[config.mk]
export PLATFORM = sky130hd
export DESIGN_NAME = attn_score
export DESIGN_NICKNAME = d
export VERILOG_FILES = /design/src/gat_pkg.sv /design/src/attn_score.sv
export SDC_FILE = /design/constraint.sdc
export NUM_CORES = 2
export LEC_CHECK = 0
export BUFFER_PORTS_ARGS = -buffer_cell sky130_fd_sc_hd__buf_2
export CAP_MARGIN = 20
export CORE_MARGIN = 2
export CORE_UTILIZATION = 60
export DETAILED_ROUTE_END_ITERATION = 12
export MAX_ROUTING_LAYER = met4
export PLACE_DENSITY = 0.82
export SYNTH_ARGS = -nofsm -noshare
export SYNTH_HDL_FRONTEND = slang
export SYNTH_SLANG_ARGS = --single-unit
[constraint.sdc]
create_clock -name clk -period 8.5 [get_ports clk]
set_input_delay 0.425 -clock clk [delete_from_list [all_inputs] [get_ports clk]]
set_output_delay 0.425 -clock clk [all_outputs]
set_load 0.005 [all_outputs]
[src/gat_pkg.sv]
package gat_pkg;

  // ==============================
  // Element widths
  // ==============================

  // Weights, attention entries and node features
  localparam int DATA_WIDTH  = 8;

  // Sum of up to 16 products of two 8-bit values
  localparam int WH_WIDTH    = 20;

  // Sum of up to 8 products of WH and one attention entry
  localparam int SCORE_WIDTH = 32;

  // ==============================
  // Shared types
  // ==============================

  typedef logic signed [DATA_WIDTH-1:0]  data_t;
  typedef logic signed [WH_WIDTH-1:0]    wh_t;
  typedef logic signed [SCORE_WIDTH-1:0] score_t;

  // Weight sweep FSM
  typedef enum logic [1:0] {
    SCHED_IDLE,
    SCHED_FETCH,
    SCHED_DONE
  } sched_state_t;

endpackage

[src/attn_score.sv]
`timescale 1ns/1ns

module attn_score #(
  parameter int NUM_FEATURE_OUT = 4
) (
  input  logic                                    clk,
  input  logic                                    rst_n,
  input  logic                                    wh_vld_i,
  input  gat_pkg::wh_t [NUM_FEATURE_OUT-1:0]      wh_i,
  input  gat_pkg::data_t [2*NUM_FEATURE_OUT-1:0]  attn_vec_i,
  output logic                                    score_vld_o,
  output gat_pkg::wh_t [NUM_FEATURE_OUT-1:0]      wh_o,
  output gat_pkg::score_t                         e_src_o,
  output gat_pkg::score_t                         e_dst_o
);

  import gat_pkg::*;

  localparam int PROD_W = WH_WIDTH + DATA_WIDTH;

  logic signed [PROD_W-1:0]  p_src_q [NUM_FEATURE_OUT];
  logic signed [PROD_W-1:0]  p_dst_q [NUM_FEATURE_OUT];
  logic                      vld1_q;
  logic                      vld2_q;
  wh_t [NUM_FEATURE_OUT-1:0] wh1_q;
  wh_t [NUM_FEATURE_OUT-1:0] wh2_q;
  score_t                    sum_src;
  score_t                    sum_dst;
  score_t                    e_src_q;
  score_t                    e_dst_q;

  // ==============================
  // Valid pipe
  // ==============================
  always_ff @(posedge clk or negedge rst_n) begin
    if (!rst_n) begin
      vld1_q <= 1'b0;
      vld2_q <= 1'b0;
    end else begin
      vld1_q <= wh_vld_i;
      vld2_q <= vld1_q;
    end
  end

  // Stage one, first half of a for source, second half for destination
  always_ff @(posedge clk) begin
    wh1_q <= wh_i;
    for (int j = 0; j < NUM_FEATURE_OUT; j++) begin
      p_src_q[j] <= $signed(wh_i[j]) * $signed(attn_vec_i[j]);
      p_dst_q[j] <= $signed(wh_i[j]) * $signed(attn_vec_i[NUM_FEATURE_OUT+j]);
    end
  end

  always_comb begin
    sum_src = '0;
    sum_dst = '0;
    for (int j = 0; j < NUM_FEATURE_OUT; j++) begin
      sum_src = sum_src + score_t'(p_src_q[j]);
      sum_dst = sum_dst + score_t'(p_dst_q[j]);
    end
  end

  // Stage two
  always_ff @(posedge clk) begin
    wh2_q   <= wh1_q;
    e_src_q <= sum_src;
    e_dst_q <= sum_dst;
  end

  assign score_vld_o = vld2_q;
  assign wh_o        = wh2_q;
  assign e_src_o     = e_src_q;
  assign e_dst_o     = e_dst_q;

endmodule

After elaboration in Yosys (flattened, before gate mapping)
Memory sizes are Yosys's and may differ from the RTL's.
Index checks and enable logic that the tools add are counted.

storage, ports and cells
  register bits after elaboration = 226
  bits in writable memories = 224
  input port bits = 147
  logic and storage cells = 28
  memories kept = 2

operators by class
  $add $sub $neg = 6
  multiply operators = 8

memories
  name     words  bits a word  rd ports  clocked after Yosys merged registers in  write ports  RTL line          text
  p_dst_q  4      28           4         0                                        4            attn_score.sv:22  logic signed [PROD_W-1:0] p_dst_q [NUM_FEATURE_OUT];
  p_src_q  4      28           4         0                                        4            attn_score.sv:21  logic signed [PROD_W-1:0] p_src_q [NUM_FEATURE_OUT];

operators with widths
  operator        number
  $mul 20x8->28   8
  $add 30x28->31  2
  $add 29x28->30  2
  $add 28x28->29  2

Longest topological paths before layout
  depth in word-level cells = 3
  depth in mapped cells = 22
  depth with buffers taken out = 21

Worst setup path before layout
Ideal clock, no wire load.

  kind = input to register
  start = input port attn_vec_i[15] (netlist name)
  end = memory p_src_q[1][25] (netlist name)
  setup time = 0.134 ns
  arrival time = 4.929 ns
  path slack = 3.437 ns
  stages on the path = 19
  cells stage by stage = inv_1 > buf_1 > fa_1 > fa_1 > inv_1 > fa_1 > inv_1 > fa_1 > inv_1 > ha_1 > a21oi_1 > nor2b_1 > a311oi_1 > o311ai_1 > a21oi_1 > o21ai_1 > a31oi_1 > mux2i_1 > o2111ai_1

RTL lines
  item                RTL line          text
  start: declaration  attn_score.sv:10  input gat_pkg::data_t [2*NUM_FEATURE_OUT-1:0] attn_vec_i,
  end: declaration    attn_score.sv:21

==> results_dict.tcl <==
set metrics [dict create \
    status "completed" \
    ys_types 72 \
    syn_inst 6232 \
    clock-root-buffer "clkbuf_16" \
    endpoint_kind "flip-flop" \
    ys_seq_area_share_pct 15.2 \
    critPathLaunchType "input port" \
    rows 115 \
    core-area_um2 98000 \
    synth-seq-cells 448 \
    place.gp.congestion 0.973 \
    critPathMaxStageDelay_ps 670 \
    fmax_ghz 0.187 \
    io_pins 292 \
    drcViolationCount 0 \
    chipHeight_um 318 \
    finalSetupViolCount 0 \
    start_util_pct 60.3 \
    synth_top_area_cell "fa_1" \
    cts_buffers 53 \
    period_minus_slack_ps 5340 \
    synth_area_leaders "fa_1 38%, dfxtp_1 15%, ha_1 10%, and2_1 9.9%, inv_1 8.9%" \
    drtAntennaViolNets 0 \
    grt-ovfl-total 0 \
    worstSkewPairLatency_ps 670 \
    port_buffers 291 \
    maxCapViolations 0 \
    drt-vias-per-instance 5.46 \
    first_iter_violations 2869 \
    worstSetupPathType "in2reg" \
    crit_required_ps 9040 \
    synth-main-ff-cell "dfxtp_1" \
    grt_max_degree 21 \
    nets 8130 \
    wl_per_cell_um 18.7 \
    fin_crit_sh_pct 62.8 \
    area_growth_pct 7.01 \
    worst-path-buf-inv 5 \
    drv_slew 0 \
    path_max_fanout 18 \
    clock_skew_ps 28.4 \
    crit_chain "buf_2 -> clkinv_1 -> fa_1 -> fa_1 -> inv_1 -> fa_1 -> inv_1 -> fa_1 -> inv_1 -> ha_1 -> o211ai_1 -> o211ai_1 -> a21oi_1 -> a211oi_1 -> a41o_1 -> a31oi_2 -> nor3_1 -> o31ai_1 -> xnor2_1" \
    slowest_stage "fa_1" \
    syn_area_per_cell_um2 9.48 \
    dp_hpwl_mm 115 \
    clk_path_buf_depth 3 \
    synth_top_area_share_pct 38.3 \
    wl_mm 144 \
    worstMarginPinSlew_ps 729 \
    die_x_um 318 \
    worstHoldPathType "in2reg" \
    postCtsResizedCells 0 \
    hold_viol 0 \
    dieArea_um2 101000 \
    grt_usage_pct 30.5 \
    antenna_found_initial 5 \
    arrival_ps 5880 \
    async_flop_share_pct 0.446 \
    vias 42000 \
    setup_tns_ps 0 \
    cts-htree-levels 2 \
    critical_path.most_common_cell "fa_1" \
    cpLargestDelayFamily "adder cells" \
    ys_warn_count 0 \
    drt_pass1_iterations 7 \
    clkSlewWorstSetupHoldPaths_ps 60 \
    synth_edf_count 0 \
    grt_pass1_vias 45100 \
    syn_nets 7993 \
    cts_num_sinks 448 \
    netlist_area_um2 59100 \
    synthTopCellsByCount "1,405 x inv_1, 1,130 x fa_1, 939 x and2_1" \
    final_layout_size_suffix_gt1_share_pct 6.35 \
    slew_headroom_pct 50.1 \
    grt_first_pass_wirelength_mm 236 \
    cts_tree "yes" \
    rsz0062_at_grt "false" \
    yosysMostFrequentCell "inv_1" \
]
==> stage by stage <==
stage / instance area [um^2] / hold slack, ps / util [%] / std cells / setup slack [ps]
5_1_grt: 63200 / 31.4 / 64.5 / 7702 / 2830
3_3_place_gp: 61300 / 210 / 62.6 / 7599 / 2790
2_1_floorplan: 59100 / 129 / - / 6232 / 3440
4_1_cts: 63200 / 8.86 / 64.5 / 7700 / 3310
6_report: 63200 / 49.0 / 64.5 / 7704 / 3160
3_5_place_dp: 61300 / 214 / 62.6 / 7599 / 2620
==> cell usage in the layout, fill, tap and decap left out, drive strengths merged, types with 58 or more instances in the layout <==
cell type	n
a21o	72
nor2	266
nand2	277
ha	484
o21ai	122
buf	291
nand2b	58
clkbuf	63
inv	1415
xnor2	207
a21oi	171
fa	1130
and2	939
dfxtp	446
==> per-layer routing <==
layer	share of wire [%]	vias to the layer above	track usage, %
li1	-	18900	-
met1	39	21200	38.3
met2	48	1622	48.6
met3	7.9	362	5.46
met4	5.0	0	13.3
met5	0	-	-
==> sequential cells by signal (all words and copies together), names as in the netlist <==
name	count
wh_o	80
e_src_o	31
p_dst_q	112
score_vld_o	1
wh1_q	80
e_dst_o	31
vld1_q	1
p_src_q	112
==> cell type report <==
type	instances	area, um^2
multi-input cells	4161	44000
fillers	7662	34800
flip-flops and latches	448	8980
inverters	1412	5300
well taps	1287	1610
repair buffers	293	1480
clock buffers	63	1390
clock inverters	36	450
diodes	4	10.0
==> repair_timing <==
item | in CTS | in global routing
hold endpoints to repair | 3 | 0
hold buffers | 2 | 0
setup buffers | 0 | 0
==> final timing paths <==
kind | from | to | slack (ps) | depth (start not counted)
worst max-delay path | attn_vec_i[47] | p_dst_q[1][27]$_DFF_P_ | 3160 | 19
min in group asynchronous | rst_n | score_vld_o$_DFF_PN0_ | 60 | 2
worst min register to register | wh1_q[79]$_DFF_P_ | wh_o[79]$_DFF_P_ | 310 | 0
max in group asynchronous | rst_n | vld1_q$_DFF_PN0_ | 8340 | 2
worst max register to register | p_dst_q[3][2]$_DFF_P_ | e_dst_o[28]$_DFF_P_ | 4030 | 11
worst min-delay path | wh_i[59] | wh1_q[59]$_DFF_P_ | 50 | 1
==> cell families (layout without fill, tap and decap cells) <==
family,Yosys count,count (layout),synth area share [%]
xor+xnor,259,259,3.84
flops,448,448,15.2
other cells,0,4,0
buf+inv,1623,1804,10.3
fa+ha+maj,1614,1614,48.6
simple gates,1721,1721,15.8
compound gates,565,565,6.18
mux,2,2,0.0339
Power is not shown: default switching activity piles up to over one toggle a cycle in this logic, so the estimate is an artifact.
