===== src/gat_pkg.sv =====
package gat_pkg;

  // ==============================
  // Element widths
  // ==============================

  // Weights, attention entries and node features
  localparam int DATA_WIDTH  = 8;

  // Sum of up to 16 products of two 8-bit values
  localparam int WH_WIDTH    = 20;

  // Sum of up to 8 products of WH and one attention entry
  localparam int SCORE_WIDTH = 32;

  // ==============================
  // Shared types
  // ==============================

  typedef logic signed [DATA_WIDTH-1:0]  data_t;
  typedef logic signed [WH_WIDTH-1:0]    wh_t;
  typedef logic signed [SCORE_WIDTH-1:0] score_t;

  // Weight sweep FSM
  typedef enum logic [1:0] {
    SCHED_IDLE,
    SCHED_FETCH,
    SCHED_DONE
  } sched_state_t;

endpackage


===== src/feature_transform.sv =====
`timescale 1ns/1ns

module feature_transform #(
  parameter int NUM_FEATURE_IN  = 8,
  parameter int NUM_FEATURE_OUT = 4
) (
  input  logic                                                      clk,
  input  logic                                                      rst_n,
  input  logic                                                      node_vld_i,
  input  gat_pkg::data_t [NUM_FEATURE_IN-1:0]                       node_feat_i,
  input  logic                                                      weights_rdy_i,
  input  gat_pkg::data_t [NUM_FEATURE_IN-1:0][NUM_FEATURE_OUT-1:0]  wgt_mat_i,
  output logic                                                      node_busy_o,
  output logic                                                      wh_vld_o,
  output gat_pkg::wh_t [NUM_FEATURE_OUT-1:0]                        wh_o
);

  import gat_pkg::*;

  localparam int IDX_W  = $clog2(NUM_FEATURE_IN);
  localparam int PROD_W = 2 * DATA_WIDTH;

  logic                      accept;
  logic                      busy_q;
  logic                      wh_vld_q;
  logic [IDX_W-1:0]          idx_q;
  data_t [NUM_FEATURE_IN-1:0] feat_q;
  wh_t [NUM_FEATURE_OUT-1:0] acc_q;
  logic signed [PROD_W-1:0]  prod [NUM_FEATURE_OUT];

  // Strobes while busy or before the weights are in are dropped
  assign accept = node_vld_i && weights_rdy_i && !busy_q;

  // ==============================
  // Control
  // ==============================
  always_ff @(posedge clk or negedge rst_n) begin
    if (!rst_n) begin
      busy_q   <= 1'b0;
      wh_vld_q <= 1'b0;
      idx_q    <= '0;
    end else begin
      wh_vld_q <= 1'b0;
      if (accept) begin
        busy_q <= 1'b1;
        idx_q  <= '0;
      end else if (busy_q) begin
        if (idx_q == IDX_W'(NUM_FEATURE_IN - 1)) begin
          busy_q   <= 1'b0;
          wh_vld_q <= 1'b1;
        end else begin
          idx_q <= idx_q + 1'b1;
        end
      end
    end
  end

  // ==============================
  // Multiply-accumulate
  // ==============================

  // One input feature against its whole weight row
  always_comb begin
    for (int c = 0; c < NUM_FEATURE_OUT; c++) begin
      prod[c] = $signed(feat_q[idx_q]) * $signed(wgt_mat_i[idx_q][c]);
    end
  end

  always_ff @(posedge clk) begin
    if (accept) begin
      feat_q <= node_feat_i;
      acc_q  <= '0;
    end else if (busy_q) begin
      for (int c = 0; c < NUM_FEATURE_OUT; c++) begin
        acc_q[c] <= acc_q[c] + wh_t'(prod[c]);
      end
    end
  end

  assign node_busy_o = busy_q;
  assign wh_vld_o    = wh_vld_q;
  // Final sums stay put until the next accepted node
  assign wh_o        = acc_q;

endmodule


===== config.mk =====
export PLATFORM = sky130hd
export DESIGN_NAME = feature_transform
export DESIGN_NICKNAME = d
export VERILOG_FILES = /design/src/gat_pkg.sv /design/src/feature_transform.sv
export SDC_FILE = /design/constraint.sdc
export NUM_CORES = 1
export LEC_CHECK = 0
export ABC_AREA = 1
export BUFFER_PORTS_ARGS = -buffer_cell sky130_fd_sc_hd__buf_2
export CORE_MARGIN = 3
export CORE_UTILIZATION = 55
export DETAILED_ROUTE_END_ITERATION = 8
export MAX_ROUTING_LAYER = met4
export PLACE_DENSITY = 0.82
export SLEW_MARGIN = 40
export SYNTH_ARGS = -nofsm -noshare
export SYNTH_HDL_FRONTEND = slang
export SYNTH_SLANG_ARGS = --single-unit

===== constraint.sdc =====
create_clock -name clk -period 6.9 [get_ports clk]
set_input_delay 0.345 -clock clk [delete_from_list [all_inputs] [get_ports clk]]
set_output_delay 0.345 -clock clk [all_outputs]
set_load 0.02 [all_outputs]

; Word level (Yosys, flattened, before mapping)
; Index checks and enable logic that the tools add are counted.
[op_classes]
multipliers = 4
n_addsub = 5
shift = 0
eq_ne = 2
mux = 13
magnitude_cmp = 1
n_reduce_logical = 5
div = 0
bitwise_logic = 0
[ops]
columns = op, n
row1 = 32-bit binary-select mux with 3-bit select, 1
row2 = 20-bit by 16-bit adder with 20-bit output, 4
row3 = 8-bit by 8-bit multiplier with 16-bit output, 4
row4 = 32-bit two-way mux, 1
row5 = 8-bit binary-select mux with 3-bit select, 1
row6 = 3-bit two-way mux, 3
row7 = 8-bit two-way mux, 1
row8 = 1-bit two-way mux, 6
row9 = 3-bit by 4-bit less-than comparator with 1-bit output (second input constant), 1
row10 = 3-bit by 1-bit adder with 3-bit output (second input constant), 1
row11 = 3-bit == test (second input constant), 1
row12 = 1-bit logical AND, 2
row13 = 2-bit inequality test (second input constant), 1
row14 = 2-bit AND reduction, 1
row15 = 2-bit nonzero test, 1
row16 = 1-bit zero test, 1
[totals]
output_inout_bits = 82
latchBits = 0
romBits = 0
memories = 0
mem_bits_rw = 0
reg_bits = 149

; Depth between registers and ports, before layout
[depth]
depth_word = 4
ltp_mapped = 32
depth_no_buf = 28

; Least setup slack after synthesis
; OpenSTA, ideal clock, no wires.
[synth_timing]
path_type = reg2reg
startpoint = register idx_q[0]
endpoint = register acc_q, in the netlist wh_o[71]
stages_incl_launch_ff = 28
setup_time_ns = 0.056
t_required_ns = 6.844
setup_slack_ns = 1.137
path_buffers = 3
synth_period_minus_slack_ns = 5.763
arrival_time_ns = 5.708
path_cell_list = dfrtp_1 -> buf_6 -> inv_4 -> buf_6 -> buf_6 -> nor2_1 -> o21ai_1 -> inv_1 -> o21ai_4 -> inv_2 -> a21oi_1 -> fa_1 -> fa_1 -> inv_1 -> fa_1 -> inv_1 -> fa_1 -> ha_1 -> ha_1 -> nand2_1 -> nor2_1 -> nand2_1 -> nand2_1 -> inv_1 -> or2_2 -> nand3_1 -> nand2_1 -> inv_1
[synth_via]
elab_chain_len = 4
word_cells_on_any_way = 6
classes_between = 1 x add/sub / 1 x mul / 4 x mux
[synth_lines]
columns = element, line_no
row1 = start: declaration, feature_transform.sv:26  ; logic [IDX_W-1:0] idx_q;
row2 = start signal: assignment, feature_transform.sv:52  ; idx_q <= idx_q + 1'b1;
row3 = 8-bit binary-select mux with 3-bit select / 32-bit binary-select mux with 3-bit select (equally long branches), feature_transform.sv:65  ; prod[c] = $signed(feat_q[idx_q]) * $signed(wgt_mat_i[idx_q][c]);
row4 = 8-bit two-way mux (not written as such) / 32-bit two-way mux (equally long branches), feature_transform.sv:65
row5 = 8-bit by 8-bit multiplier with 16-bit output (*), feature_transform.sv:65
row6 = 20-bit by 16-bit adder with 20-bit output (*), feature_transform.sv:75  ; acc_q[c] <= acc_q[c] + wh_t'(prod[c]);
row7 = end signal: indexed assignment, feature_transform.sv:75
row8 = end: declaration, feature_transform.sv:28  ; wh_t [NUM_FEATURE_OUT-1:0] acc_q;
; Mark *: on every way between the ends. The rest lies on a longest branch, timed or not. The select of a mux whose other input is x is not followed.
; A chain may end at the register's enable or synchronous reset.

; Final worst setup path
[layout_timing]
startpoint = register idx_q[0]
endpoint = register acc_q, in the netlist wh_o[54]
[layout_via]
elab_chain_len = 4
word_cells_on_any_way = 6
classes_between = 1 x add/sub / 1 x mul / 4 x mux
[layout_lines]
columns = element, line_no
row1 = 8-bit binary-select mux with 3-bit select / 32-bit binary-select mux with 3-bit select (equally long branches), feature_transform.sv:65
row2 = 8-bit two-way mux (not written as such) / 32-bit two-way mux (equally long branches), --
row3 = 8-bit by 8-bit multiplier with 16-bit output (*), feature_transform.sv:65
row4 = 20-bit by 16-bit adder with 20-bit output (*), feature_transform.sv:75
; Marked as above.

==> results.ini <==
[die]
die_area_mm2 = 0.0441
io_pins = 406
start_util = 0.559
rows = 74
die_y_um = 210
fp.coreArea_mm2 = 0.0409
die_x_um = 210

[synth]
ys_types = 40
yosysTopAreaCellShare = 0.308
yosys-top-cells-area = fa_1, ha_1, nand2_1
syn_inst = 2860
synth-adder-area-share = 0.410
synth_top_family_by_area = adder cells
synthXorXnorAreaFrac = 0.00843
synth-compound-area-share = 0.0953
yosys_register_bits = 149
synth_seq_area_share = 0.160
yosysTopAreaCell = fa_1
yosys.area_share.simple = 0.193
synthMuxAreaShare = 0.0101
syn-cell-area_mm2 = 0.0229
syn_nets = 3722
syn_area_per_cell_um2 = 8.00
yosys_warnings = 0

[global_routing]
antenna_found_initial = 12
grt_overflow = 0
grt_pass1_wl_um = 114000
grt_max_degree = 88
grt_usage = 0.342
first_global_vias = 20900
grtUsageMet3 = 0.0731
busiest_layer = met2
grtUsageMet2 = 0.534
grt_use_met1 = 0.432

[sta]
skew_ns = 0.0230
relSlewSlack = 0.420
hold_viol = 0
tightest_slew_ns = 0.866
drv_slew = 0
period_share = 0.945
max_freq_mhz = 153
rsz0062_at_grt = no
finalSetupTns_ns = 0
period_minus_slack_ns = 6.52
setup_violations = 0

[routing]
drc = 0
drt-initial-drc-count = 1849
drtPass1Iterations = 6
wl_per_cell_um = 19.1
viasPerCell = 5.45
via_count = 20600
totalWireLength_um = 72100
antenna_left = 0

[clock_tree]
path_clk_slew_ns = 0.08
cts.sinks = 149
root_buffer = clkbuf_16
clock_path_buffers = 2
htreeDepth = 4
post_cts_buffers = 0
clk_latency_ns = 0.48
ctsResizeCount = 0
cts_tree = built
numCtsBuffers = 17

[finish]
final_cell_mix = nand2_1, inv_1, buf_2, nor2_1, fa_1
multi_input_area_mm2 = 0.0164
area_delta_synth_final_pct = 13.3
drive_gt1_frac = 0.177
seq_area_mm2 = 0.00366
layout.nets = 4075
fillCellCount = 3578
final_common_cell = nand2_1

[hold_path]
hold_class = input pin to register

[placed_design]
portBuffers = 405
place.gp.congestion = 1.01
dp_hpwl_um = 58700

[outcome]
status = complete, no violations

[critical_path]
cp_max_fo = 31
endpoint_kind = register
worstSetupStartpointType = register
setup.worst_path.class = register to register
cp.arrival_ns = 6.89
cp.required_ns = 7.27

[job]
maxCapViolCount = 0

[cell usage after synthesis]
library cell,instances
clkbuf_2,1
inv_2,33
xor2_1,16
a22o_1,1
a31o_2,2
clkbuf_1,27
a21oi_1,72
fa_1,352
buf_2,30
nand4_1,13
inv_4,1
o21a_1,6
inv_1,545
buf_8,2
dfrtp_1,5
buf_1,7
o32ai_1,48
o21ai_1,11
o31ai_1,5
nand2_1,548
mux2i_1,23
o21bai_1,6
nor2_1,394
edfxtp_1,64
a211oi_1,7
nand3_1,115
o21ai_4,5
o21ai_2,28
buf_6,21
nand2_4,6
dfxtp_1,80
o21ai_0,127
buf_4,14
o22ai_1,23
nor3_1,6
nand2_2,7
or2_2,13
o211ai_1,4
ha_1,186
xnor2_1,6
[final timing paths]
check | start | endpoint | slack [ns] | cells past startpoint
worst max-delay path | idx_q[0] | wh_o[54] | 0.38 | 26
worst min-delay path | node_feat_i[41] | feat_q[41] | 0.04 | 1
worst max register to register | idx_q[0] | wh_o[54] | 0.38 | 26
worst min register to register | wh_o[24] | wh_o[24] | 0.49 | 2
max in group asynchronous | rst_n | idx_q[1] | 6.47 | 2
min in group asynchronous | rst_n | idx_q[0] | 0.24 | 2
[through the flow]
| step | worst slack [ns] | hold WS [ns] | std cells | util | area, um^2 |
|---|---|---|---|---|---|
| 2_1_floorplan | 1.14 | 0.0494 | 2860 | - | 22900 |
| 3_5_place_dp | 0.546 | 0.191 | 3725 | 0.616 | 25200 |
| 3_3_place_gp | 0.618 | 0.188 | 3725 | 0.616 | 25200 |
| 6_report | 0.379 | 0.0443 | 3776 | 0.633 | 25900 |
| 5_1_grt | 0.0400 | 0.0323 | 3770 | 0.633 | 25900 |
| 4_1_cts | 0.449 | 0.0335 | 3758 | 0.632 | 25900 |
[critical path, stage by stage, from the launching register on]
cell and delay, ns:
dfrtp_4 0.60, inv_4 0.15, buf_4 0.37, nor2_1 0.07, o22ai_1 0.16, inv_1 0.07
o21ai_2 0.66, inv_1 0.50, nor2_1 0.25, fa_1 0.44, ha_1 0.29, inv_1 0.05
fa_1 0.47, inv_1 0.05, fa_1 0.41, fa_1 0.50, ha_1 0.36, a21oi_1 0.19
nand2_1 0.15, nand2_1 0.09, nand3_1 0.12, nand2_1 0.12, nand2_1 0.07, nand2_1 0.07
nand3_1 0.06, nand2_1 0.09, inv_1 0.04
[flip-flops by register name (all words and copies together) (netlist names)]
register and count:
wh_vld_o 1, idx_q 3, node_busy_o 1, feat_q 64, wh_o 80
[metal layers]
layer / up-vias / wire length, um
met5: - / 0
met4: 0 / 3640
met3: 189 / 6320
met2: 979 / 33600
met1: 9817 / 28500
li1: 9590 / -
[layout make-up]
class                           count  share of cell area
Timing Repair Buffer              436              0.0900
Tap cell                          532              0.0257
Clock inverter                     15             0.00753
Antenna cell                       18             0.00174
Multi-Input combinational cell   2030               0.633
Clock buffer                       17              0.0164
Inverter                          579              0.0842
Sequential cell                   149               0.141
[kinds of logic after synthesis]
| family | Yosys count |
|---|---|
| muxes | 23 |
| xor gates and xnor gates | 22 |
| and+or+nand+nor | 1102 |
| DFF | 149 |
| adders and majority gates | 538 |
| buffers and inverters | 681 |
| AOI/OAI and AO/OA | 345 |
[timing repair]
| item | CTS | global route |
|---|---|---|
| endpoints found under the hold margin | 5 | 0 |
| hold buffers | 1 | 0 |
| endpoints found under the setup margin | 0 | 0 |
Power is not shown: default switching activity piles up to over one toggle a cycle in this logic, so the estimate is an artifact.
