[config.mk]
export PLATFORM = sky130hd
export DESIGN_NAME = weight_bram
export DESIGN_NICKNAME = d
export VERILOG_FILES = /design/src/gat_pkg.sv /design/src/weight_bram.sv
export SDC_FILE = /design/constraint.sdc
export NUM_CORES = 1
export LEC_CHECK = 0
export BUFFER_PORTS_ARGS = -buffer_cell sky130_fd_sc_hd__buf_4
export CAP_MARGIN = 15
export CORE_UTILIZATION = 45
export CTS_CLUSTER_DIAMETER = 120
export DETAILED_ROUTE_END_ITERATION = 8
export SLEW_MARGIN = 5
export SYNTH_ARGS = -nofsm -noshare
export SYNTH_HDL_FRONTEND = slang
export SYNTH_SLANG_ARGS = --single-unit
[constraint.sdc]
create_clock -name clk -period 2.3 [get_ports clk]
set_clock_uncertainty 0.05 [all_clocks]
set_input_delay 0.46 -clock clk [delete_from_list [all_inputs] [get_ports clk]]
set_output_delay 0.46 -clock clk [all_outputs]
set_load 0.02 [all_outputs]
[src/gat_pkg.sv]
package gat_pkg;

  // ==============================
  // Element widths
  // ==============================

  // Weights, attention entries and node features
  localparam int DATA_WIDTH  = 8;

  // Sum of up to 16 products of two 8-bit values
  localparam int WH_WIDTH    = 20;

  // Sum of up to 8 products of WH and one attention entry
  localparam int SCORE_WIDTH = 32;

  // ==============================
  // Shared types
  // ==============================

  typedef logic signed [DATA_WIDTH-1:0]  data_t;
  typedef logic signed [WH_WIDTH-1:0]    wh_t;
  typedef logic signed [SCORE_WIDTH-1:0] score_t;

  // Weight sweep FSM
  typedef enum logic [1:0] {
    SCHED_IDLE,
    SCHED_FETCH,
    SCHED_DONE
  } sched_state_t;

endpackage

[src/weight_bram.sv]
`timescale 1ns/1ns

module weight_bram #(
  parameter int  NUM_FEATURE_IN  = 8,
  parameter int  NUM_FEATURE_OUT = 4,
  localparam int DEPTH           = NUM_FEATURE_IN * NUM_FEATURE_OUT + 2 * NUM_FEATURE_OUT,
  localparam int ADDR_W          = $clog2(DEPTH)
) (
  input  logic              clk,

  // Load port, driven from outside
  input  logic              wr_en_i,
  input  logic [ADDR_W-1:0] wr_addr_i,
  input  gat_pkg::data_t    wr_data_i,

  // Sweep port, driven by the scheduler
  input  logic [ADDR_W-1:0] rd_addr_i,
  output gat_pkg::data_t    rd_data_o
);

  import gat_pkg::*;

  // Weight matrix first, attention vector after it
  data_t mem [DEPTH];
  data_t rd_data_q;

  // ==============================
  // Write port
  // ==============================
  always_ff @(posedge clk) begin
    if (wr_en_i) begin
      mem[wr_addr_i] <= wr_data_i;
    end
  end

  // ==============================
  // Read port, one cycle latency
  // ==============================
  always_ff @(posedge clk) begin
    rd_data_q <= mem[rd_addr_i];
  end

  assign rd_data_o = rd_data_q;

endmodule

# --- Yosys cells after proc, flatten, opt, wreduce, memory -nomap -nowiden ---
# Memory sizes are Yosys's and may differ from the RTL's. A register that Yosys moved wholly into a read port is not among the register bits.
# Index checks and enable logic that the tools add are counted.
classes:
  bitwise_logic: 0
  n_div: 0
  muxes: 2
  shift: 0
  n_reduce_logical: 0
  n_eq_ne: 0
  add_sub_neg: 0
  n_lt_le_gt_ge: 0
  multipliers: 0
op_table:
  columns: ["operator", "n"]
  rows:
  - ["$mux 1", 2]
word_totals:
  mem_bits_rw: 320
  reg_bits: 0
  output_inout_bits: 8
  latch_bits: 0
  romBits: 0
  input_bits: 22
  n_memories: 1
memory_table:
  columns: ["memory", "depth", "word_bits", "rd", "rd_ports_with_merged_regs", "write_ports", "line", "source"]
  rows:
  - ["mem", 40, 8, 1, 1, 1, "weight_bram.sv:24", "data_t mem [DEPTH];"]

# --- Depth between registers and ports, before layout ---
# Gate-level depths: netlist of run 1.
depth:
  depth_word: 2
  mapped_depth: 7
  depth_no_buf: 5

# --- Worst setup path after synthesis of run 1 ---
# OpenSTA, ideal clock, no wires.
synth_path:
  path_type: "input to register"
  startpoint: "input port wr_addr_i[5]"
  endpoint: "memory mem[16][0] (netlist name) (enable)"
  required_time_ps: 1867
  path_slack_ps: 324
  t_arrival_ps: 1542
  n_path_buf: 0
  setup_time_ps: 383
  stages: 3
  path_cell_list: "nor4bb_1 > nand2b_1 > nor3_1"
synth_rtl:
  columns: ["item", "line", "source"]
  rows:
  - ["from (decl)", "weight_bram.sv:13", "input logic [ADDR_W-1:0] wr_addr_i,"]
  - ["to (decl)", "weight_bram.sv:24", null]
# No word-level cell before the write port.

==> results.toml, run 1 <==
[placement]
gp_congestion = 0.799
dp_hpwl_mm = 18.3
io_buffers = 29
dp_cells = 1133

[die]
die_x_um = 172
ios = 30
row_count = 61
initial_core_util = 0.463
core_mm2 = 0.0281
die_area_mm2 = 0.0296
die_height_um = 172

[global_route]
antenna_found_initial = 0
grt_max_degree = 41
grt_util_all_layers = 0.199
grt_pass1_wl_mm = 41.7
grt_pass1_vias = 6639
grt-ovfl-total = 0

[yosys]
synth-xor-area-share = 0
netlist_instances = 696
synth_fa_ha_area_frac = 0
ys_async_sr_fraction = 0
synth_top_family_by_area = "multiplexers"
synth_warnings = 0
synth_cell_type_count = 32
muxShareOfSynthArea = 0.133
syn_area_mm2 = 0.0130
synth_fp_nets = 718
ys_seq_area_frac = 0.752
synthSimpleGateAreaFrac = 0.0273
synth-seq-cells = 328
synthTopCellsByArea = "edfxtp_1 (74%), mux2i_1 (9.9%), mux4_2 (2.8%)"
synth_top_area_frac = 0.740
synthTopCellsByCount = "edfxtp_1 (320), mux2i_1 (128), nor2_1 (41)"
yosysMostFrequentCell = "edfxtp_1"
synth_top_area_cell = "edfxtp_1"
synth_edf_count = 320
synth-main-ff-cell = "edfxtp_1"
synth_compound_area_frac = 0.0659
syn_area_per_cell_um2 = 18.7

[final_layout]
syn_to_final_growth_pct = 15.9
layout.nets = 813
num-fill-cells = 2257
fin_cells = 1191
diodes = 0
final_layout_size_suffix_gt1_frac = 0.235

[cts]
cts-root-buf = "clkbuf_16"
worstSkewPairLatency_ps = 510
clkSinkCount = 328
cts_tree = "done"
numCtsBuffers = 34
clk_pin_slew_ps = 60
htree_num_levels = 2
cts_max_path_buffers = 3
cts_setup_buffers = 0
postCtsResizedCells = 0
ctsHoldBuffers = 0

[critical_path]
startpoint_type = "input port"
worst_ep_required_time_ps = 2630
critPathCaptureType = "flop"
cp.arrival_ps = 2210
worstSetupPathType = "in2reg"
crit_path_max_fanout = 15
reg2reg_depth = 5

[sta]
setup_viol = 0
timing.fmax_mhz = 531
fin_crit_ps = 1880
finalCritPeriodShare = 0.819
slew_violations = 0
rsz0062_at_grt = "no"
tns_ps = 0
hold_viol_final = 0
worst_pin_slew_ps = 872
relSlewSlack = 0.416

[power_and_ir_drop]
p_leak_nw = 5.22
p_per_area_mw_per_mm2 = 815
vdd_drop_max_v = 0.000440
finalPower_mw = 12.3

[drt]
initialDrtViolationCount = 391
drtPass1Iterations = 5
drc = 0
vias = 6634
routed_wl_mm = 28.3
avgViaCountPerCell = 5.57
drtAntennaViolNets = 0
wire_per_inst_um = 23.7

[hold_path]
hold_path_depth = 2
hold_class = "in2reg"

[status]
status = "completed"

[run]
drv_cap = 0
[critical path: stages]
cell,delay [ps]
buf_4,160
nor2b_2,700
buf_12,250
a22oi_1,120
a21oi_1,420
o41ai_2,90
[registers in the layout, indices dropped and copies added, names as in the netlist]
register	flops
mem	320
rd_data_o	8
[per-layer routing]
layer  up-vias  track usage  routed length [um]
li1       3002            -                   -
met1      3373        0.270               12000
met2       207        0.324               13800
met3        52       0.0307                1570
met4         0       0.0789                 929
met5         -            0                   0
[path summary, 6_finish.rpt]
path,from,to,slack [ps]
worst max-delay path,rd_addr_i[1],rd_data_o[6],420
worst min-delay path,rd_addr_i[5],rd_data_o[0],280
worst max register to register,mem[5][0],rd_data_o[0],570
worst min register to register,mem[38][6],rd_data_o[6],770
[cells by family after synthesis]
logic type | count (synthesis)
flip-flops | 328
buffers and inverters | 41
AND/OR/NAND/NOR | 79
multiplexers | 152
AO/OA/AOI/OAI | 96
[where the power goes]
| group | switching, mW | total (mW) | internal (mW) |
|---|---|---|---|
| Clock | 2.08 | 4.89 | 2.81 |
| Sequential | 0.0258 | 6.64 | 6.61 |
| Combinational | 0.448 | 0.742 | 0.294 |
[cell usage in the layout (no fill, tap or decap), drive strengths merged, types with 2 or more instances in the layout]
cell type / Yosys / layout
nand3: 4 / 4
o22ai: 8 / 8
mux2i: 128 / 128
clkinv: 0 / 11
a221oi: 16 / 16
a22o: 16 / 16
mux4: 16 / 16
buf: 28 / 99
clkbuf: 13 / 46
edfxtp: 320 / 320
nand2: 15 / 15
nor2: 41 / 41
a22oi: 32 / 32
mux2: 8 / 8
nor2b: 5 / 5
dfxtp: 8 / 8
a21oi: 16 / 16
nor3: 2 / 2
o41ai: 8 / 8
nand2b: 5 / 5
[stage by stage]
stage	hold WS [ps]	area, um2	setup slack (ps)	util
after floorplan	509	13000	324	-
after global placement	750	14100	-48.0	0.501
after detailed placement	772	14100	-64.8	0.501
after CTS	264	15100	466	0.536
after global routing	294	15100	417	0.536
final	276	15100	416	0.536
[layout make-up]
type / instances / area, um2 / area share
clock inverter: 13 / 62.6 / 0.00415
sequential: 328 / 9770 / 0.649
timing repair buffer: 100 / 882 / 0.0586
clock buffer: 45 / 923 / 0.0613
tap: 378 / 473 / 0.0314
multi-input combinational: 327 / 2950 / 0.196
No activity file was read; power rests on OpenSTA's default activity.
==> inputs of run 2 (changes only) <==
Clock period 2.3 ns to 1.7 ns, I/O delays scaled along.
==> run 2 against run 1 <==
  * Cell area is 3.4% higher
  * Utilization increased by 1.8 points
  * Critical path depth shrank 1
  * Largest cell class unchanged
  * Highest routed layer unchanged
==> results.toml, run 2 (synthesis gave the netlist of run 1 again) <==
[sta]
hold_viol_final = 0
timing.fmax_mhz = 600
fin_crit_ps = 1670
finalCritPeriodShare = 0.980
hold_ws_ps = 163
worst_pin_slew_ps = 749
setup_viol = 0
rsz0062_at_grt = "no"
slew_violations = 0
tns_ps = 0
relSlewSlack = 0.498

[drt]
drtPass1Iterations = 6
met2WireLength_mm = 14.4
initialDrtViolationCount = 581
routed_wl_mm = 29.3
vias = 6798
routedLengthMet1_mm = 12.9
highest_layer = "met4"
wire_per_inst_um = 23.7
drtAntennaViolNets = 0
wl_met3_mm = 1.51
avgViaCountPerCell = 5.50
drc = 0

[final_layout]
final_cell_mix = "edfxtp_1 (320), buf_4 (129), mux2i_1 (128), nor2_1 (40), clkbuf_16 (38)"
syn_to_final_growth_pct = 19.8
largest_register = "mem"
final_layout_size_suffix_gt1_frac = 0.284
mostFrequentLayoutCell = "edfxtp_1"
diodes = 0
largest_reg_flops = 320
num-fill-cells = 2213
layout.nets = 856
fin_area_mm2 = 0.0156

[die]
initial_core_util = 0.463
die_area_mm2 = 0.0296
row_count = 61
core_mm2 = 0.0281
die_x_um = 172
die_height_um = 172
ios = 30

[hold_path]
hold_class = "in2reg"

[cts]
cts-root-buf = "clkbuf_16"
ctsHoldBuffers = 0
clk_pin_slew_ps = 60
clkSinkCount = 328
worstSkewPairLatency_ps = 510
htree_num_levels = 2
cts_tree = "done"
cts_max_path_buffers = 3
numCtsBuffers = 34

[power_and_ir_drop]
p_leak_nw = 5.52
finalPower_mw = 17.3
vdd_drop_max_v = 0.000577
p_per_area_mw_per_mm2 = 1110

[critical_path]
startpoint_type = "flop"
cpMaxStageDelayCell = "o41ai_2"
slowest_delay_ps = 350
critPathCaptureType = "flop"
crit_chain = "mux2i_1 -> a22o_1 -> a221oi_2 -> o22ai_1 -> o41ai_2"
cp.arrival_ps = 2020
worst_ep_required_time_ps = 2050
worstSetupPathType = "reg2reg"
crit_path_max_fanout = 1

[global_route]
grt_max_degree = 41
grt_pass1_vias = 6904
grt_pass1_wl_mm = 43.8
grt_util_all_layers = 0.208
antenna_found_initial = 0
grt-ovfl-total = 0

[status]
status = "completed"

[run]
drv_cap = 0

[placement]
io_buffers = 29
dp_hpwl_mm = 19.1
gp_congestion = 0.831
placed_area_mm2 = 0.0144
==> run 2: cell count changes in the layout (fill, tap and decap cells not counted), moves of 2 or more <==
| cell | before | now |
|---|---|---|
| nor3_2 | 0 | 2 |
| clkinv_1 | 7 | 5 |
| nor3_1 | 2 | 0 |
| o22ai_2 | 0 | 2 |
| clkbuf_16 | 35 | 38 |
| o22ai_1 | 8 | 6 |
| bufinv_16 | 0 | 2 |
| buf_4 | 89 | 129 |
==> run 2: metal layers <==
layer  vias to the layer above  global-route usage
met3                        44              0.0350
li1                       3084                   -
met2                       193               0.345
met4                         0              0.0512
met1                      3477               0.286
met5                         -                   0
==> run 2: layout make-up <==
type / instances / area [um2] / share of cell area
well taps: 378 / 473 / 0.0304
clock buffers: 47 / 983 / 0.0632
flip-flops and latches: 328 / 9770 / 0.627
clock inverters: 13 / 111 / 0.00715
multi-input cells: 327 / 2980 / 0.191
repair buffers: 143 / 1260 / 0.0807
==> run 2: through the flow <==
| stage | setup WS, ps | instances | util |
|---|---|---|---|
| 2_1_floorplan | -81.7 | 696 | - |
| 3_5_place_dp | -518 | 1166 | 0.511 |
| 6_report | 33.3 | 1236 | 0.554 |
| 3_3_place_gp | -452 | 1166 | 0.511 |
| 5_1_grt | 8.76 | 1236 | 0.554 |
| 4_1_cts | 11.6 | 1226 | 0.550 |
==> run 2: report_power, final <==
group / switching, mW / internal, mW
Combinational: 0.645 / 0.471
Sequential: 0.0281 / 8.95
Clock: 2.90 / 4.34
==> run 2: critical path, delay by kind of cell (launching register included) <==
kind           cells  cell delay (ps)
AO/OA/AOI/OAI      4             1110
flip-flops         1              330
multiplexers       1               70
==> run 2: path summary, 6_finish.rpt <==
path / slack (ps) / depth (start not counted) / startpoint / to
worst min register to register: 780 / 4 / mem[39][2] / rd_data_o[2]
worst max register to register: 30 / 5 / mem[9][1] / rd_data_o[1]
worst max-delay path: 30 / 5 / mem[9][1] / rd_data_o[1]
worst min-delay path: 160 / 2 / rd_addr_i[5] / rd_data_o[5]
==> run 2: timing repair <==
| item | CTS | global route |
|---|---|---|
| setup endpoints to repair | 1 | 2 |
| setup buffers | 0 | 9 |
| gates resized for setup | 0 | 5 |
| hold endpoints to repair | 0 | 0 |
| gates cloned | 0 | 1 |
| pin swaps | 1 | 1 |
==> inputs of run 3 (changes only) <==
Settings changed: CORE_ASPECT_RATIO set to 1.4.
==> run 3 against run 2 <==
  * The flow now finishes with violations (setup timing)
  * Power shrank 5.5%
  * Cell count shrank 2.9%
  * Global-route usage shrank 0.11 points
  * Critical path depth grew 3
  * Worst setup slack lost 43 ps
  * Maximum frequency shrank 2.5%
  * Cell area shrank 2.8%
  * Critical path type is now in2reg
  * Critical endpoint is now rd_data_o[7]
  * Largest cell class unchanged
  * Largest power group unchanged
==> results.toml, run 3 (synthesis gave the netlist of run 1 again) <==
[critical_path]
reg2reg_setup_slack_ps = 0
worstSetupPathType = "in2reg"
crit_path_frequent_cell = "buf_4"
cpMaxStageDelayCell = "a221oi_1"
setup.worst_path.start = "rd_addr_i[2]"
crit_chain = "buf_4 -> buf_4 -> and2_1 -> buf_12 -> a22o_1 -> a221oi_1 -> o22ai_1 -> o41ai_2"
startpoint_type = "input port"
r2r_end = "rd_data_o[7]"
rr_startpoint = "mem[4][7]"
reg2reg_depth = 5
cp.arrival_ps = 2120
slowest_delay_ps = 400
worst_ep_required_time_ps = 2110
critPathCaptureType = "flop"
crit_path_max_fanout = 13

[final_layout]
layout.nets = 825
mostFrequentLayoutCell = "edfxtp_1"
syn_to_final_growth_pct = 16.5
final_layout_size_suffix_gt1_frac = 0.255
fin_cells = 1200
final_core_util = 0.533
largest_register = "mem"
final_cell_mix = "edfxtp_1 (320), mux2i_1 (128), buf_4 (107), nor2_1 (40), a22oi_1 (32)"
fin_area_mm2 = 0.0151
diodes = 0
largest_reg_flops = 320

[sta]
worst_pin_slew_ps = 626
rsz0062_at_grt = "no"
slew_violations = 0
timing.fmax_mhz = 585
hold_viol_final = 0
fin_crit_ps = 1710
finalCritPeriodShare = 1.01
hold_ws_ps = 118
setup_ws_ps = -9.84
relSlewSlack = 0.581
setup_viol = 1

[power_and_ir_drop]
p_per_area_mw_per_mm2 = 1080
p_leak_nw = 5.27
vdd_drop_max_v = 0.000659

[cts]
numCtsBuffers = 29
clkSinkCount = 328
cts-root-buf = "clkbuf_16"
clk_pin_slew_ps = 60
htree_num_levels = 1
ctsHoldBuffers = 0
cts_max_path_buffers = 3
worstSkewPairLatency_ps = 560
cts_tree = "done"

[drt]
drtPass1Iterations = 5
drtAntennaViolNets = 0
wire_per_inst_um = 24.6
drc = 0
avgViaCountPerCell = 5.54
initialDrtViolationCount = 508
wl_met3_mm = 1.19
vias = 6650
met2WireLength_mm = 16.2
routedLengthMet1_mm = 11.4
highest_layer = "met4"
routed_wl_mm = 29.5

[hold_path]
hold_start = "rd_addr_i[5]"
hold_path_depth = 2
holdPathEnd = "rd_data_o[5]"
hold_class = "in2reg"

[global_route]
grt_max_degree = 41
grt_pass1_wl_mm = 44.5
grt-ovfl-total = 0
grt_util_all_layers = 0.207
grt_pass1_vias = 6930
antenna_found_initial = 0

[die]
initial_core_util = 0.457
core_mm2 = 0.0284
die_height_um = 203
row_count = 73
die_x_um = 146
die_area_mm2 = 0.0296
ios = 30

[run]
drv_cap = 0

[placement]
dpl_worst_slack_ps = -595
placed_area_mm2 = 0.0142
io_buffers = 29
gp_congestion = 0.849
dp_cells = 1147
dp_hpwl_mm = 19.9

[status]
status = "finished, violations left"
violations = "setup timing"
run 3: timing repair:
action / CTS / global route
resized for setup: 1 / 3
gates cloned: 0 / 0
setup endpoints to repair: 1 / 6
setup buffers: 0 / 0
run 3: worst max-delay path: cells and delay by family:
kind / cells / cell delay, ps
simple gates: 1 / 180
buf+inv: 3 / 450
compound gates: 4 / 1130
run 3: worst max-delay path by stage:
stage,to,slack [ps]
global placement,rd_data_o[0],-550
CTS,rd_data_o[7],20
floorplan,mem[15][0],-80
finish,rd_data_o[7],-10
detailed placement,rd_data_o[0],-590
global route,rd_data_o[6],10
run 3: routing by layer:
layer	track usage	vias up
met5	0	-
met3	0.0231	31
met4	0.0669	0
met1	0.248	3426
li1	-	3023
met2	0.386	170
run 3: through the flow:
step	power [mW]	setup TNS, ps
2_1_floorplan	9.70	-9710
4_1_cts	16.5	0
6_report	16.4	-9.84
3_3_place_gp	10.2	-16500
5_1_grt	16.9	0
3_5_place_dp	10.2	-17490
run 3: cell type report:
type	count	area, um2
flip-flops and latches	328	9770
clock buffers	35	748
well taps	375	469
multi-input cells	327	2980
fillers	2211	13300
clock inverters	18	171
repair buffers	117	997
run 3: where the power goes:
| part | internal (mW) | total [mW] | switching [mW] |
|---|---|---|---|
| logic | 0.421 | 1.06 | 0.634 |
| registers | 8.94 | 8.97 | 0.0237 |
| clock network | 3.59 | 6.35 | 2.76 |
| total | 13.0 | 16.4 | 3.41 |
